$ cat src/logic/arcade_input_pkg.sv
package arcade_input_pkg;

	typedef logic [7:0] scancode_t;   // ps/2 set-2 make code
	typedef logic [7:0] joy_t;
	typedef logic [7:0] dip_t;
	typedef logic [3:0] apb_addr_t;
	typedef logic [31:0] apb_data_t;

	// held buttons, value doubles as index into the held vector
	typedef enum logic [3:0] {
		BTN_UP,
		BTN_DOWN,
		BTN_LEFT,
		BTN_RIGHT,
		BTN_COIN,
		BTN_START1,
		BTN_START2,
		BTN_FIRE1,
		BTN_FIRE2
	} btn_id_t;

	localparam int BTN_COUNT = 9;

	typedef struct packed {
		btn_id_t btn;
		logic    pressed;
	} key_event_t;

	typedef struct packed {
		logic coin;
		logic start1;
		logic start2;
		logic fire;
		logic bomb;
		logic left;
		logic right;
		logic up;
		logic down;
	} game_inputs_t;

	typedef struct packed {
		logic       soft_reset;
		logic       rotate;
		logic       overlay_on;
		logic [1:0] scanlines;
		dip_t       dip;
	} core_cfg_t;

	// joystick bit positions
	localparam int JOY_RIGHT = 0;
	localparam int JOY_LEFT  = 1;
	localparam int JOY_DOWN  = 2;
	localparam int JOY_UP    = 3;
	localparam int JOY_FIRE1 = 4;
	localparam int JOY_FIRE2 = 5;

	localparam apb_addr_t REG_CTRL   = 4'h0;
	localparam apb_addr_t REG_DIP    = 4'h4;
	localparam apb_addr_t REG_STATUS = 4'h8;

	localparam scancode_t SC_UP     = 8'h75;
	localparam scancode_t SC_DOWN   = 8'h72;
	localparam scancode_t SC_LEFT   = 8'h6B;
	localparam scancode_t SC_RIGHT  = 8'h74;
	localparam scancode_t SC_ESC    = 8'h76; // coin
	localparam scancode_t SC_F1     = 8'h05; // start1
	localparam scancode_t SC_F2     = 8'h06; // start2
	localparam scancode_t SC_SPACE  = 8'h29; // fire1
	localparam scancode_t SC_ALT    = 8'h11; // fire2

endpackage

$ cat src/logic/key_event_decoder.sv
`timescale 1ns/1ps

module key_event_decoder (
	input  logic                          clk_mist,
	input  logic                          rst_n,
	input  logic                          key_strobe,
	input  arcade_input_pkg::scancode_t   key_code,
	input  logic                          key_pressed,
	output logic                          event_valid,
	output arcade_input_pkg::key_event_t  key_event
);
	import arcade_input_pkg::*;

	btn_id_t btn_id;
	logic    code_known;

	// scancode lookup, anything not listed is ignored
	always_comb begin
		code_known = 1'b1;
		btn_id     = BTN_UP;
		case (key_code)
			SC_UP:    btn_id = BTN_UP;
			SC_DOWN:  btn_id = BTN_DOWN;
			SC_LEFT:  btn_id = BTN_LEFT;
			SC_RIGHT: btn_id = BTN_RIGHT;
			SC_ESC:   btn_id = BTN_COIN;
			SC_F1:    btn_id = BTN_START1;
			SC_F2:    btn_id = BTN_START2;
			SC_SPACE: btn_id = BTN_FIRE1;
			SC_ALT:   btn_id = BTN_FIRE2;
			default:  code_known = 1'b0;
		endcase
	end

	always_ff @(posedge clk_mist or negedge rst_n) begin
		if (!rst_n) begin
			event_valid <= 1'b0;
		end else begin
			event_valid <= key_strobe && code_known; // one-cycle pulse
		end
	end

	// payload only, qualified by event_valid
	always_ff @(posedge clk_mist) begin
		if (key_strobe && code_known) begin
			key_event.btn     <= btn_id;
			key_event.pressed <= key_pressed;
		end
	end

endmodule

$ cat src/logic/key_event_fifo.sv
`timescale 1ns/1ps

module key_event_fifo #(
	parameter int FIFO_DEPTH = 4
) (
	input  logic                          clk_mist,
	input  logic                          rst_n,
	input  logic                          event_valid,
	input  arcade_input_pkg::key_event_t  key_event,
	input  logic                          pop,
	output logic                          not_empty,
	output arcade_input_pkg::key_event_t  head_event,
	output logic                          overflow
);
	import arcade_input_pkg::*;

	localparam int PTR_W = $clog2(FIFO_DEPTH);

	key_event_t       mem [FIFO_DEPTH];
	logic [PTR_W-1:0] wr_ptr;
	logic [PTR_W-1:0] rd_ptr;
	logic [PTR_W:0]   count;   // one extra bit so full is distinct from empty
	logic             full;
	logic             push;
	logic             pull;

	assign full       = (count == FIFO_DEPTH[PTR_W:0]);
	assign not_empty  = (count != '0);
	assign head_event = mem[rd_ptr];

	assign push     = event_valid && !full;
	assign pull     = pop && not_empty;
	assign overflow = event_valid && full; // dropped event

	always_ff @(posedge clk_mist or negedge rst_n) begin
		if (!rst_n) begin
			wr_ptr <= '0;
			rd_ptr <= '0;
			count  <= '0;
		end else begin
			if (push)
				wr_ptr <= wr_ptr + 1'b1; // wraps, depth is a power of two
			if (pull)
				rd_ptr <= rd_ptr + 1'b1;
			case ({push, pull})
				2'b10:   count <= count + 1'b1;
				2'b01:   count <= count - 1'b1;
				default: count <= count;
			endcase
		end
	end

	always_ff @(posedge clk_mist) begin
		if (push)
			mem[wr_ptr] <= key_event;
	end

endmodule

$ cat src/logic/control_mapper.sv
`timescale 1ns/1ps

module control_mapper (
	input  logic                          clk_mist,
	input  logic                          rst_n,
	input  logic                          not_empty,
	input  arcade_input_pkg::key_event_t  head_event,
	input  arcade_input_pkg::core_cfg_t   core_cfg,
	input  arcade_input_pkg::joy_t        joystick_0,
	input  arcade_input_pkg::joy_t        joystick_1,
	output logic                          pop,
	output arcade_input_pkg::game_inputs_t game_inputs
);
	import arcade_input_pkg::*;

	logic [BTN_COUNT-1:0] held;
	logic [BTN_COUNT-1:0] held_nxt;
	joy_t                 joy_any;
	game_inputs_t         inputs_nxt;

	// drain one event per cycle unless the core is held in reset
	assign pop = not_empty && !core_cfg.soft_reset;

	assign joy_any = joystick_0 | joystick_1;

	always_comb begin
		held_nxt = held;
		if (pop)
			held_nxt[head_event.btn] = head_event.pressed;

		inputs_nxt.coin   = held_nxt[BTN_COIN];
		inputs_nxt.start1 = held_nxt[BTN_START1];
		inputs_nxt.start2 = held_nxt[BTN_START2];
		inputs_nxt.fire   = held_nxt[BTN_FIRE1] | joy_any[JOY_FIRE1];
		inputs_nxt.bomb   = held_nxt[BTN_FIRE2] | joy_any[JOY_FIRE2];

		if (core_cfg.rotate) begin
			// upright, straight through
			inputs_nxt.up    = held_nxt[BTN_UP]    | joy_any[JOY_UP];
			inputs_nxt.down  = held_nxt[BTN_DOWN]  | joy_any[JOY_DOWN];
			inputs_nxt.left  = held_nxt[BTN_LEFT]  | joy_any[JOY_LEFT];
			inputs_nxt.right = held_nxt[BTN_RIGHT] | joy_any[JOY_RIGHT];
		end else begin
			// cabinet orientation, screen turned a quarter
			inputs_nxt.left  = held_nxt[BTN_UP]    | joy_any[JOY_UP];
			inputs_nxt.right = held_nxt[BTN_DOWN]  | joy_any[JOY_DOWN];
			inputs_nxt.up    = held_nxt[BTN_RIGHT] | joy_any[JOY_RIGHT];
			inputs_nxt.down  = held_nxt[BTN_LEFT]  | joy_any[JOY_LEFT];
		end
	end

	// output sampled from next state so a popped key shows the same edge
	always_ff @(posedge clk_mist or negedge rst_n) begin
		if (!rst_n) begin
			held        <= '0;
			game_inputs <= '0;
		end else if (!core_cfg.soft_reset) begin
			held        <= held_nxt;
			game_inputs <= inputs_nxt;
		end
	end

endmodule

$ cat src/logic/core_config_regs.sv
`timescale 1ns/1ps

module core_config_regs (
	input  logic                         clk_mist,
	input  logic                         rst_n,
	input  logic                         psel,
	input  logic                         penable,
	input  logic                         pwrite,
	input  arcade_input_pkg::apb_addr_t  paddr,
	input  arcade_input_pkg::apb_data_t  pwdata,
	input  logic                         overflow,
	output arcade_input_pkg::apb_data_t  prdata,
	output arcade_input_pkg::core_cfg_t  core_cfg
);
	import arcade_input_pkg::*;

	logic       soft_reset_q;
	logic       rotate_q;
	logic       overlay_off_q;  // stored inverted so reset means overlay on
	logic [1:0] scanlines_q;
	dip_t       dip_q;
	logic       overflow_q;     // sticky
	logic       wr_en;

	assign wr_en = psel && penable && pwrite;

	always_ff @(posedge clk_mist or negedge rst_n) begin
		if (!rst_n) begin
			soft_reset_q  <= 1'b0;
			rotate_q      <= 1'b0;
			overlay_off_q <= 1'b0;
			scanlines_q   <= 2'b00;
			dip_q         <= '0;
			overflow_q    <= 1'b0;
		end else begin
			if (wr_en && paddr == REG_CTRL) begin
				soft_reset_q  <= pwdata[0];
				rotate_q      <= pwdata[1];
				overlay_off_q <= pwdata[2];
				scanlines_q   <= pwdata[4:3];
			end
			if (wr_en && paddr == REG_DIP)
				dip_q <= pwdata[7:0];
			// a new overflow beats a clear in the same cycle
			if (overflow)
				overflow_q <= 1'b1;
			else if (wr_en && paddr == REG_STATUS && pwdata[0])
				overflow_q <= 1'b0;
		end
	end

	always_comb begin
		prdata = '0;
		if (psel && !pwrite) begin
			case (paddr)
				REG_CTRL:   prdata[4:0] = {scanlines_q, overlay_off_q, rotate_q, soft_reset_q};
				REG_DIP:    prdata[7:0] = dip_q;
				REG_STATUS: prdata[0]   = overflow_q;
				default:    prdata      = '0; // unmapped
			endcase
		end
	end

	assign core_cfg = '{
		soft_reset: soft_reset_q,
		rotate:     rotate_q,
		overlay_on: !overlay_off_q,
		scanlines:  scanlines_q,
		dip:        dip_q
	};

endmodule

$ cat src/logic/arcade_input_top.sv
`timescale 1ns/1ps

module arcade_input_top #(
	parameter int FIFO_DEPTH = 4  // power of two
) (
	input  logic                           clk_mist,
	input  logic                           rst_n,
	input  logic                           key_strobe,
	input  arcade_input_pkg::scancode_t    key_code,
	input  logic                           key_pressed,
	input  arcade_input_pkg::joy_t         joystick_0,
	input  arcade_input_pkg::joy_t         joystick_1,
	input  logic                           psel,
	input  logic                           penable,
	input  logic                           pwrite,
	input  arcade_input_pkg::apb_addr_t    paddr,
	input  arcade_input_pkg::apb_data_t    pwdata,
	output arcade_input_pkg::apb_data_t    prdata,
	output arcade_input_pkg::game_inputs_t game_inputs,
	output arcade_input_pkg::core_cfg_t    core_cfg
);
	import arcade_input_pkg::*;

	logic       event_valid;
	key_event_t key_event;
	logic       not_empty;
	key_event_t head_event;
	logic       pop;
	logic       overflow;

	key_event_decoder key_event_decoder_inst (
		.clk_mist    (clk_mist),
		.rst_n       (rst_n),
		.key_strobe  (key_strobe),
		.key_code    (key_code),
		.key_pressed (key_pressed),
		.event_valid (event_valid),
		.key_event   (key_event)
	);

	key_event_fifo #(
		.FIFO_DEPTH (FIFO_DEPTH)
	) key_event_fifo_inst (
		.clk_mist    (clk_mist),
		.rst_n       (rst_n),
		.event_valid (event_valid),
		.key_event   (key_event),
		.pop         (pop),
		.not_empty   (not_empty),
		.head_event  (head_event),
		.overflow    (overflow)
	);

	control_mapper control_mapper_inst (
		.clk_mist    (clk_mist),
		.rst_n       (rst_n),
		.not_empty   (not_empty),
		.head_event  (head_event),
		.core_cfg    (core_cfg),
		.joystick_0  (joystick_0),
		.joystick_1  (joystick_1),
		.pop         (pop),
		.game_inputs (game_inputs)
	);

	core_config_regs core_config_regs_inst (
		.clk_mist (clk_mist),
		.rst_n    (rst_n),
		.psel     (psel),
		.penable  (penable),
		.pwrite   (pwrite),
		.paddr    (paddr),
		.pwdata   (pwdata),
		.overflow (overflow),
		.prdata   (prdata),
		.core_cfg (core_cfg)
	);

endmodule

$ cat config.mk
export PLATFORM = sky130hd
export DESIGN_NAME = arcade_input_top
export DESIGN_NICKNAME = d
export VERILOG_FILES = /design/src/logic/arcade_input_pkg.sv /design/src/logic/key_event_decoder.sv /design/src/logic/key_event_fifo.sv /design/src/logic/control_mapper.sv /design/src/logic/core_config_regs.sv /design/src/logic/arcade_input_top.sv
export SDC_FILE = /design/constraint.sdc
export NUM_CORES = 1
export LEC_CHECK = 0
export BUFFER_PORTS_ARGS = -buffer_cell sky130_fd_sc_hd__buf_2
export CAP_MARGIN = 20
export CORE_UTILIZATION = 28
export DETAILED_ROUTE_END_ITERATION = 10
export PLACE_DENSITY = 0.54
export SETUP_SLACK_MARGIN = 0.3
export SYNTH_ARGS = -nofsm -noshare
export SYNTH_HDL_FRONTEND = slang
export SYNTH_SLANG_ARGS = --single-unit
$ cat constraint.sdc
create_clock -name clk_mist -period 6.8 [get_ports clk_mist]
set_input_delay 0.68 -clock clk_mist [delete_from_list [all_inputs] [get_ports clk_mist]]
set_output_delay 0.68 -clock clk_mist [all_outputs]
set_load 0.03 [all_outputs]
* Word-level counts from Yosys, hierarchy flattened
Memories as Yosys holds them, arrays and structs flattened.
Index checks and enable logic that the tools add are counted.
** Operators by class
- Add/subtract/negate cells :: 4
- $lt $le $gt $ge :: 2
- Equality and inequality tests :: 14
- Mux-type cells :: 16
- Bitwise operators :: 7
- Reductions and logical operators :: 22
** Operators by type and width (count)
- equality test 8 x 7 -> 1 bit (second input constant) :: 5
- one-hot mux 4 bit (8 select lines) :: 1
- equality test 8 x 3 -> 1 bit (second input constant) :: 2
- logical AND 1 bit :: 13
- bitwise mux 9 bit :: 1
- 2-to-1 mux 9 bit :: 1
- OR reduction 9 bit :: 1
- equality test 8 x 5 -> 1 bit (second input constant) :: 1
- equality test 8 x 6 -> 1 bit (second input constant) :: 1
- 2-to-1 mux 8 bit :: 1
- one-hot mux 4 bit (2 select lines) :: 1
- 2-to-1 mux 1 bit :: 6
- OR 1 bit :: 6
- OR 6 bit :: 1
- one-hot mux 3 bit (2 select lines) :: 1
- < comparator 4 x 5 -> 1 bit (second input constant) :: 1
- adder 2 x 1 -> 2 bit (second input constant) :: 2
- demux 1 bit (select 4 bit) :: 1
- equality test 4 x 3 -> 1 bit (second input constant) :: 1
- equality test 4 bit (second input constant) :: 1
- >= comparator 4 x 1 -> 1 bit (second input constant) :: 1
- logical NOT 1 bit :: 4
- logical NOT 4 bit :: 1
- 2-to-1 mux 4 bit :: 1
- 9 further kinds :: 10
** Word-level totals
- Flip-flop bits (word level) :: 45
- RAM bits :: 20
- Input port bits :: 67
- Output and inout bits :: 54
- Logic and storage cells :: 88
- Memories :: 1
** Memory list
- key_event_fifo_inst.mem :: depth 4, bits a word 5, rd ports 1, clocked after memory_dff 0, wr ports 1, line key_event_fifo.sv:19 : key_event_t mem [FIFO_DEPTH];

* Depth between registers and ports, before layout
Gate-level depths: netlist of run 1.
An unclocked memory read counts as a cell.
- Depth in word-level cells :: 9
- Depth in mapped cells :: 9
- Mapped depth without buffers :: 9

* By module
From an unflattened synthesis of run 1, not the netlist that was laid out.
** Unflattened totals
- Cells, all modules :: 255
- Area total of the unflattened synthesis :: 3304.4 um^2
** Modules (own cells, without submodules)
- key_event_fifo :: times used 1, cells an instance 65, area each 1161.1 um^2, sequential area each 775.7 um^2
- core_config_regs :: times used 1, cells an instance 84, area each 917.1 um^2, sequential area each 350.3 um^2
- control_mapper :: times used 1, cells an instance 65, area each 789.5 um^2, sequential area each 375.4 um^2
- key_event_decoder :: times used 1, cells an instance 41, area each 436.7 um^2, sequential area each 175.2 um^2

* Least setup slack after synthesis of run 1
Ideal clock, no wire load.
- Path kind :: input to output
- Start point :: input port pwrite
- End point :: output port prdata[0]
- Data arrival time :: 1.848 ns
- Required time :: 6.120 ns
- Setup slack :: 4.272 ns
- Cell stages on the path :: 2
- Buffers on the path :: 0
- Cells stage by stage :: nand2b_1 > nor4_1
** Between the ends
- Word-level cells in the longest chain between the ends :: 3
** Ends and longest elaborated chain
- from (decl) :: line arcade_input_top.sv:15 : input logic pwrite,
- logical NOT 1 bit :: line core_config_regs.sv:54 : if (psel && !pwrite) begin
- logical AND 1 bit :: line core_config_regs.sv:54
- 2-to-1 mux 8 bit :: line core_config_regs.sv:54
- to (decl) :: line arcade_input_top.sv:18 : output arcade_input_pkg::apb_data_t prdata,
No other way between the ends.

* Final worst setup path of run 1
- Start point :: input port paddr[1]
- End point :: output port prdata[7]
** Between the ends
- Word-level cells in the longest chain between the ends :: 3
** Ends and longest elaborated chain
- from (decl) :: line arcade_input_top.sv:16 : input arcade_input_pkg::apb_addr_t paddr,
- equality test 4 x 3 -> 1 bit :: line core_config_regs.sv:55 : case (paddr)
- 2-to-1 mux 3 bit :: line core_config_regs.sv:55
- 2-to-1 mux 8 bit :: line core_config_regs.sv:54
No other way between the ends.

==> results of run 1 <==
## state kept, by name, indices dropped and copies added, names as in the netlist
signal / flops
key_event_fifo_inst.mem: 20
key_event_decoder_inst.event_valid: 1
control_mapper_inst.held: 9
core_config_regs_inst.soft_reset_q: 1
key_event_fifo_inst.rd_ptr: 2
core_config_regs_inst.overflow_q: 1
core_config_regs_inst.overlay_off_q: 1
key_event_fifo_inst.count: 3
core_config_regs_inst.dip_q: 8
key_event_decoder_inst.key_event: 5
core_config_regs_inst.rotate_q: 1
key_event_fifo_inst.wr_ptr: 2
core_config_regs_inst.scanlines_q: 2
control_mapper_inst.game_inputs: 6
## cell families after synthesis
kind of cell	share of synthesized area [%]
XOR/XNOR	1.66
adder cells (fa/ha/maj)	2.60
AO/OA/AOI/OAI	7.01
other	0.118
flip-flops	52.8
buffers and inverters	9.77
multiplexers	12.1
AND/OR/NAND/NOR	13.9
## power groups by stage
stage / Clock [mW] / Combinational [mW] / Sequential (mW)
after global routing: 0.519 / 0.448 / 0.533
final: 0.488 / 0.403 / 0.522
after CTS: 0.502 / 0.409 / 0.523
after detailed placement: 0 / 0.406 / 0.530
after global placement: 0 / 0.397 / 0.527
after floorplan: 0 / 0.332 / 0.534
## layout make-up
class | instances | share of cell area, %
flip-flops and latches | 62 | 43.6
multi-input cells | 165 | 33.2
repair buffers | 68 | 8.86
clock buffers | 10 | 5.96
well taps | 140 | 4.56
clock inverters | 6 | 2.44
inverters | 14 | 1.37
## cell usage in the layout (no fill, tap or decap), types with 2 or more instances in the layout
master / Yosys / routed
a2111oi_2: 2 / 2
a21o_1: 2 / 2
a222oi_1: 4 / 4
a22oi_1: 4 / 4
a31oi_1: 2 / 2
and2_1: 7 / 7
and3_2: 2 / 2
and4_1: 2 / 2
buf_2: 0 / 68
bufinv_16: 0 / 2
clkbuf_16: 0 / 9
conb_1: 1 / 24
dfrtp_1: 37 / 37
edfxtp_1: 25 / 25
ha_1: 5 / 5
inv_1: 14 / 14
inv_6: 0 / 2
mux2_2: 17 / 17
mux2_4: 3 / 3
mux2i_1: 2 / 2
mux4_2: 4 / 4
nand2_1: 13 / 13
nand2_2: 2 / 2
nand2b_1: 4 / 4
nand3_1: 3 / 3
nand3b_1: 2 / 2
nand4b_1: 2 / 2
nor2_1: 11 / 11
nor2b_1: 3 / 3
nor3_1: 8 / 8
nor4_1: 8 / 8
o21ai_0: 6 / 6
o41a_1: 3 / 3
xnor2_1: 3 / 3
xor2_1: 3 / 3
## per-layer routing
| layer | track usage [%] | vias up | part of all wire (%) |
|---|---|---|---|
| li1 | - | 1009 | - |
| met1 | 13.4 | 1001 | 46 |
| met2 | 17.1 | 100 | 44 |
| met3 | 3.80 | 8 | 8.0 |
| met4 | 4.05 | 0 | 1.5 |
| met5 | 0 | - | 0 |
## through the flow
| step | setup WS, ns | hold WS [ns] |
|---|---|---|
| 4_1_cts | 3.95 | 0.485 |
| 3_5_place_dp | 3.96 | 0.484 |
| 5_1_grt | 3.80 | 0.513 |
| 3_3_place_gp | 3.95 | 0.476 |
| 6_report | 3.96 | 0.456 |
| 2_1_floorplan | 4.27 | 0.384 |
## how the worst max path moves through the flow
stage,slack [ns],from,endpoint,cells past startpoint
global route,3.80,paddr[1],prdata[7],5
CTS,3.95,paddr[1],prdata[7],5
detailed placement,3.96,paddr[1],prdata[7],5
finish,3.96,paddr[1],prdata[7],5
floorplan,4.27,pwrite,prdata[0],2
global placement,3.95,paddr[1],prdata[7],5
==> results.yml, run 1 <==
worst_setup_path:
  cp.arrival_ns: 2.16
  cpMostUsedCell: "buf_2"
  start_kind: "primary input"
  endpoint_kind: "output pin"
  path_buf_inv: 2
  slowest_stage: "nor4_1"
  required_ns: 6.12
  r2r_end: "control_mapper_inst.game_inputs[1]"
  crit_type: "primary input to output pin"
  r2r_cells: 5
  r2r-start: "key_event_fifo_inst.rd_ptr[0]"
  crit_path_cell_trace: "buf_2, nor4_1, nor2b_1, and2_1, buf_2"
  reg2reg_setup_slack_ns: 4.30
  critical_path.max_stage_delay_ns: 0.77
  path_delay_family: "simple AND/OR/NAND/NOR gates"
  cp_max_fo: 6
synthesis:
  synthesis.area_mm2: 0.00318
  synth-seq-area-share_pct: 52.8
  yosysMostFrequentCell: "dfrtp_1"
  synth_ff_type: "dfrtp_1"
  ys_types: 50
  synth_area_leader_cell: "dfrtp_1"
  synthCells: 253
  yosys_warnings: 0
  synth_edf_count: 25
  async_flop_share_pct: 59.7
  ys_top_cells_by_count: "dfrtp_1, buf_4, edfxtp_1"
  ys_seq_elements: 62
  syn_area_per_cell_um2: 12.6
  synth_top_area_share_pct: 29.2
  synthTopCellsByArea: "dfrtp_1, edfxtp_1, buf_4"
layout:
  area_growth_pct: 21.0
  postLayoutCellArea_mm2: 0.00384
  antenna_cells: 0
  ff_latch_area_mm2: 0.00168
  instances_no_fill: 465
  fill_cells: 1082
  drive_gt1_share_pct: 35.7
  multiInputGateArea_mm2: 0.00127
  fin_nets: 393
  fin_util_pct: 35.1
route:
  wl_per_cell_um: 12.8
  num_vias: 2118
  vias_per_cell: 4.55
  drt_iter0_markers: 85
  dr.pass1.iters: 6
  routed_wl_mm: 5.93
  drc: 0
  antenna_left: 0
clocking:
  clock_path_buffers: 2
  ctsResizeCount: 0
  path_clk_slew_ns: 0.06
  cts.sinks: 62
  clockRootBuffer: "clkbuf_16"
  clk_latency_ns: 0.32
  cts-htree-levels: 3
  cts_hold_buf: 0
  numCtsBuffers: 9
  post-cts-setup-buffer-count: 0
  cts_tree: "done"
pwr:
  total_power_mw: 1.41
  leakage_nw: 1.68
  switching_share_pct: 32.6
  power_frac_comb_pct: 28.5
  internal_power_mw: 0.952
  power_density_mw_per_mm2: 368
  p_sw_mw: 0.461
  power_frac_seq_pct: 36.9
  clkPwrFrac_pct: 34.6
  peakVddDrop_mv: 0.167
outcome:
  status: "finished, final reports clean"
placement:
  port_buffers: 68
  hpwl_mm: 4.40
  place_congestion: 0.757
  place_area_mm2: 0.00352
  placed_cells: 449
floorplanning:
  core_mm2: 0.0109
  die-area_mm2: 0.0118
  ioPinCount: 121
  die_y_um: 108
  initial_core_util_pct: 29.0
  chipWidth_um: 108
  rows: 38
timing:
  rsz0062_at_grt: "no"
  period_minus_slack_ns: 2.84
  hold_violations: 0
  finalCritPeriodShare_pct: 41.8
  fmax_ghz: 0.352
  slew_headroom_pct: 41.0
  skew_ns: 0.00527
  slew_violations: 0
  tightest_slew_ns: 0.877
  setup_viol: 0
  finalSetupTns_ns: 0
grt:
  antenna_found_initial: 0
  grt_use_total_pct: 10.8
  grt_pass1_wl_mm: 9.56
  gr-total-overflow: 0
  grt_max_degree: 38
  first_global_vias: 1952
worst_hold_path:
  hold_class: "primary input to asynchronous set/reset pin"
run:
  cap_viol_max_count: 0
(Power assumes the default switching activity.)
==> run 2: changes to the inputs <==
--- a/config.mk
+++ b/config.mk
@@ -5,11 +5,12 @@
 export SDC_FILE = /design/constraint.sdc
 export NUM_CORES = 1
 export LEC_CHECK = 0
+export ABC_AREA = 1
 export BUFFER_PORTS_ARGS = -buffer_cell sky130_fd_sc_hd__buf_2
 export CAP_MARGIN = 20
 export CORE_UTILIZATION = 28
 export DETAILED_ROUTE_END_ITERATION = 10
-export PLACE_DENSITY = 0.54
+export PLACE_DENSITY = 0.53
 export SETUP_SLACK_MARGIN = 0.3
 export SYNTH_ARGS = -nofsm -noshare
 export SYNTH_HDL_FRONTEND = slang
==> constraint.sdc (replaced) <==
create_clock -name clk_mist -period 2.9 [get_ports clk_mist]
set_input_delay 0.29 -clock clk_mist [delete_from_list [all_inputs] [get_ports clk_mist]]
set_output_delay 0.29 -clock clk_mist [all_outputs]
set_load 0.03 [all_outputs]
==> run 2 against run 1 <==
Compared with the run above:
- die area grew 3.7%
- critical endpoint is now key_event_fifo_inst.count[2]
- utilization shrank 0.36 points
- clock-buffer cell count grew 3
- sequential share of layout area shrank 1.6 points
- worst hold slack lost 0.40 ns
- critical path depth grew 4
- flip-flop and latch count is the same
- first-iteration DRC count shrank 4.7%
- synthesized cell count grew 49%
- clock power grew 130%
- clock skew grew 0.00063 ns
- worst setup slack lost 3.2 ns
==> results.yml, run 2 <==
clocking:
  clock_path_buffers: 2
  numCtsBuffers: 9
  clockRootBuffer: "clkbuf_16"
  clk_latency_ns: 0.32
  cts_tree: "done"
  post-cts-setup-buffer-count: 0
  path_clk_slew_ns: 0.05
  ctsResizeCount: 0
  cts_hold_buf: 0
  cts.sinks: 62
  cts-htree-levels: 3
floorplanning:
  die_y_um: 110
  rows: 39
  ioPinCount: 121
  chipWidth_um: 110
  initial_core_util_pct: 28.7
  core_mm2: 0.0115
  die-area_mm2: 0.0122
timing:
  fmax_ghz: 0.470
  finalSetupTns_ns: 0
  setup_viol: 0
  setup_ws_ns: 0.772
  slew_headroom_pct: 45.5
  slew_violations: 0
  period_minus_slack_ns: 2.13
  finalCritPeriodShare_pct: 73.4
  rsz0062_at_grt: "no"
  tightest_slew_ns: 0.817
  skew_ns: 0.00589
  hold_slack_ns: 0.0574
  hold_violations: 0
worst_setup_path:
  required_ns: 3.10
  r2r-start: "key_event_fifo_inst.count[0]"
  crit_start: "key_event_fifo_inst.count[0]"
  cp_max_fo: 8
  crit_type: "register to register"
  endpoint_kind: "register"
  cp.arrival_ns: 2.33
  start_kind: "register"
layout:
  top_register: "key_event_fifo_inst.mem"
  largestRegisters: "key_event_fifo_inst.mem: 20 flops, control_mapper_inst.held: 9 flops, core_config_regs_inst.dip_q: 8 flops"
  largest_reg_flops: 20
  fin_nets: 520
  postLayoutCellArea_mm2: 0.00399
  area_growth_pct: 21.0
  mostFrequentLayoutCells: "nand2_1, buf_2, inv_1"
  layout_commonest_cell: "nand2_1"
  antenna_cells: 0
  drive_gt1_share_pct: 24.1
route:
  vias_per_cell: 4.18
  drt_iter0_markers: 81
  drc: 0
  routed_wl_mm: 6.26
  wl_per_cell_um: 10.5
  dr.pass1.iters: 4
  antenna_left: 0
  num_vias: 2485
grt:
  grt_max_degree: 38
  first_global_vias: 2397
  grt_use_total_pct: 10.9
  gr-total-overflow: 0
  antenna_found_initial: 0
  grt_pass1_wl_mm: 10.8
synthesis:
  synthTopCellsByArea: "dfrtp_1, edfxtp_1, nand2_1"
  yosysMostFrequentCell: "nand2_1"
  synth_ff_type: "dfrtp_1"
  yosys_warnings: 0
  yosys.area_share.simple_pct: 24.7
  syn_area_per_cell_um2: 8.74
  synthesis.area_mm2: 0.00330
  synth.mux.area_fraction_pct: 1.03
  synth_top_family_by_area: "simple AND/OR/NAND/NOR gates"
  synthXorXnorAreaFrac_pct: 1.33
  ys_top_cells_by_count: "nand2_1, inv_1, dfrtp_1"
  synth-seq-area-share_pct: 50.9
  yosys.area_share.adder_pct: 2.51
  async_flop_share_pct: 59.7
  synthCells: 377
  ys_seq_elements: 62
  synth_edf_count: 25
  ys_types: 38
  synth_compound_area_share_pct: 5.54
  synth_top_area_share_pct: 28.1
  synth_area_leader_cell: "dfrtp_1"
placement:
  place_ws_ns: 0.784
  hpwl_mm: 4.74
  place_congestion: 0.768
  place_area_mm2: 0.00366
  port_buffers: 68
pwr:
  clkPwrFrac_pct: 31.4
  switching_share_pct: 37.8
  power_frac_seq_pct: 34.6
  leakage_nw: 1.94
  power_frac_comb_pct: 34.1
  power_density_mw_per_mm2: 882
  p_sw_mw: 1.33
  internal_power_mw: 2.19
  peakVddDrop_mv: 0.307
run:
  cap_viol_max_count: 0
outcome:
  status: "finished, final reports clean"
worst_hold_path:
  hold_class: "primary input to asynchronous set/reset pin"
[run 2: cell types whose count changed after synthesis, moves of 5 or more]
cell	change
nand2_1	+81
a21oi_1	+8
nand3_1	+28
mux2_2	-14
nor4_1	-7
inv_1	+38
o21ai_0	+6
and2_1	-7
inv_2	+5
nor2_1	+17
[run 2: through the flow]
step                total power [mW]  util (%)  std cells
floorplan                       2.23         -        400
global placement                2.42      31.9        579
detailed placement              2.44      31.9        579
CTS                             3.57      34.8        595
global route                    3.79      34.8        595
finish                          3.52      34.8        595
[run 2: routing by layer]
metal  track usage (%)  wire length [um]
met5                 0                 0
met4              4.00                85
met3              3.79               287
met2              18.6              3110
met1              12.7              2770
[run 2: layout make-up]
| cell class | instances | area (um^2) |
|---|---|---|
| fillers | 1172 | 7480 |
| flip-flops and latches | 62 | 1680 |
| multi-input cells | 248 | 1250 |
| repair buffers | 69 | 348 |
| clock buffers | 13 | 303 |
| inverters | 57 | 214 |
| well taps | 143 | 179 |
| clock inverters | 3 | 21.3 |
[run 2: final timing paths]
kind                                                  endpoint  slack [ns]  cells after the start
max                               key_event_fifo_inst.count[2]        0.77                      9
max in group asynchronous        key_event_fifo_inst.wr_ptr[1]        2.32                      1
max reg2reg                       key_event_fifo_inst.count[2]        0.77                      9
min in group clk_mist      key_event_decoder_inst.key_event[0]        0.15                      1
min reg2reg                 control_mapper_inst.game_inputs[4]        0.47                      2
min                         control_mapper_inst.game_inputs[2]        0.06                      1
[run 2: power groups by stage]
stage	clock (mW)	sequential [mW]	combinational, mW
floorplan	0	1.27	0.968
global placement	0	1.23	1.19
detailed placement	0	1.23	1.21
CTS	1.13	1.22	1.22
global route	1.17	1.24	1.37
finish	1.10	1.22	1.20
[run 2: logic make-up after synthesis]
logic type | after synthesis
and+or+nand+nor | 179
other | 1
AOI/OAI and AO/OA | 31
adders and majority gates | 6
muxes | 3
buffers and inverters | 90
DFF | 62
xor gates and xnor gates | 5
[run 2: worst max-delay path: stages (launching register included)]
cell and delay, ns:
dfrtp_1 0.40, nor2_1 0.25, nand2_1 0.08, nand2_1 0.23, ha_1 0.20, inv_1 0.06, fa_1 0.38, a21oi_1 0.15
o21ai_0 0.11, xor2_1 0.15
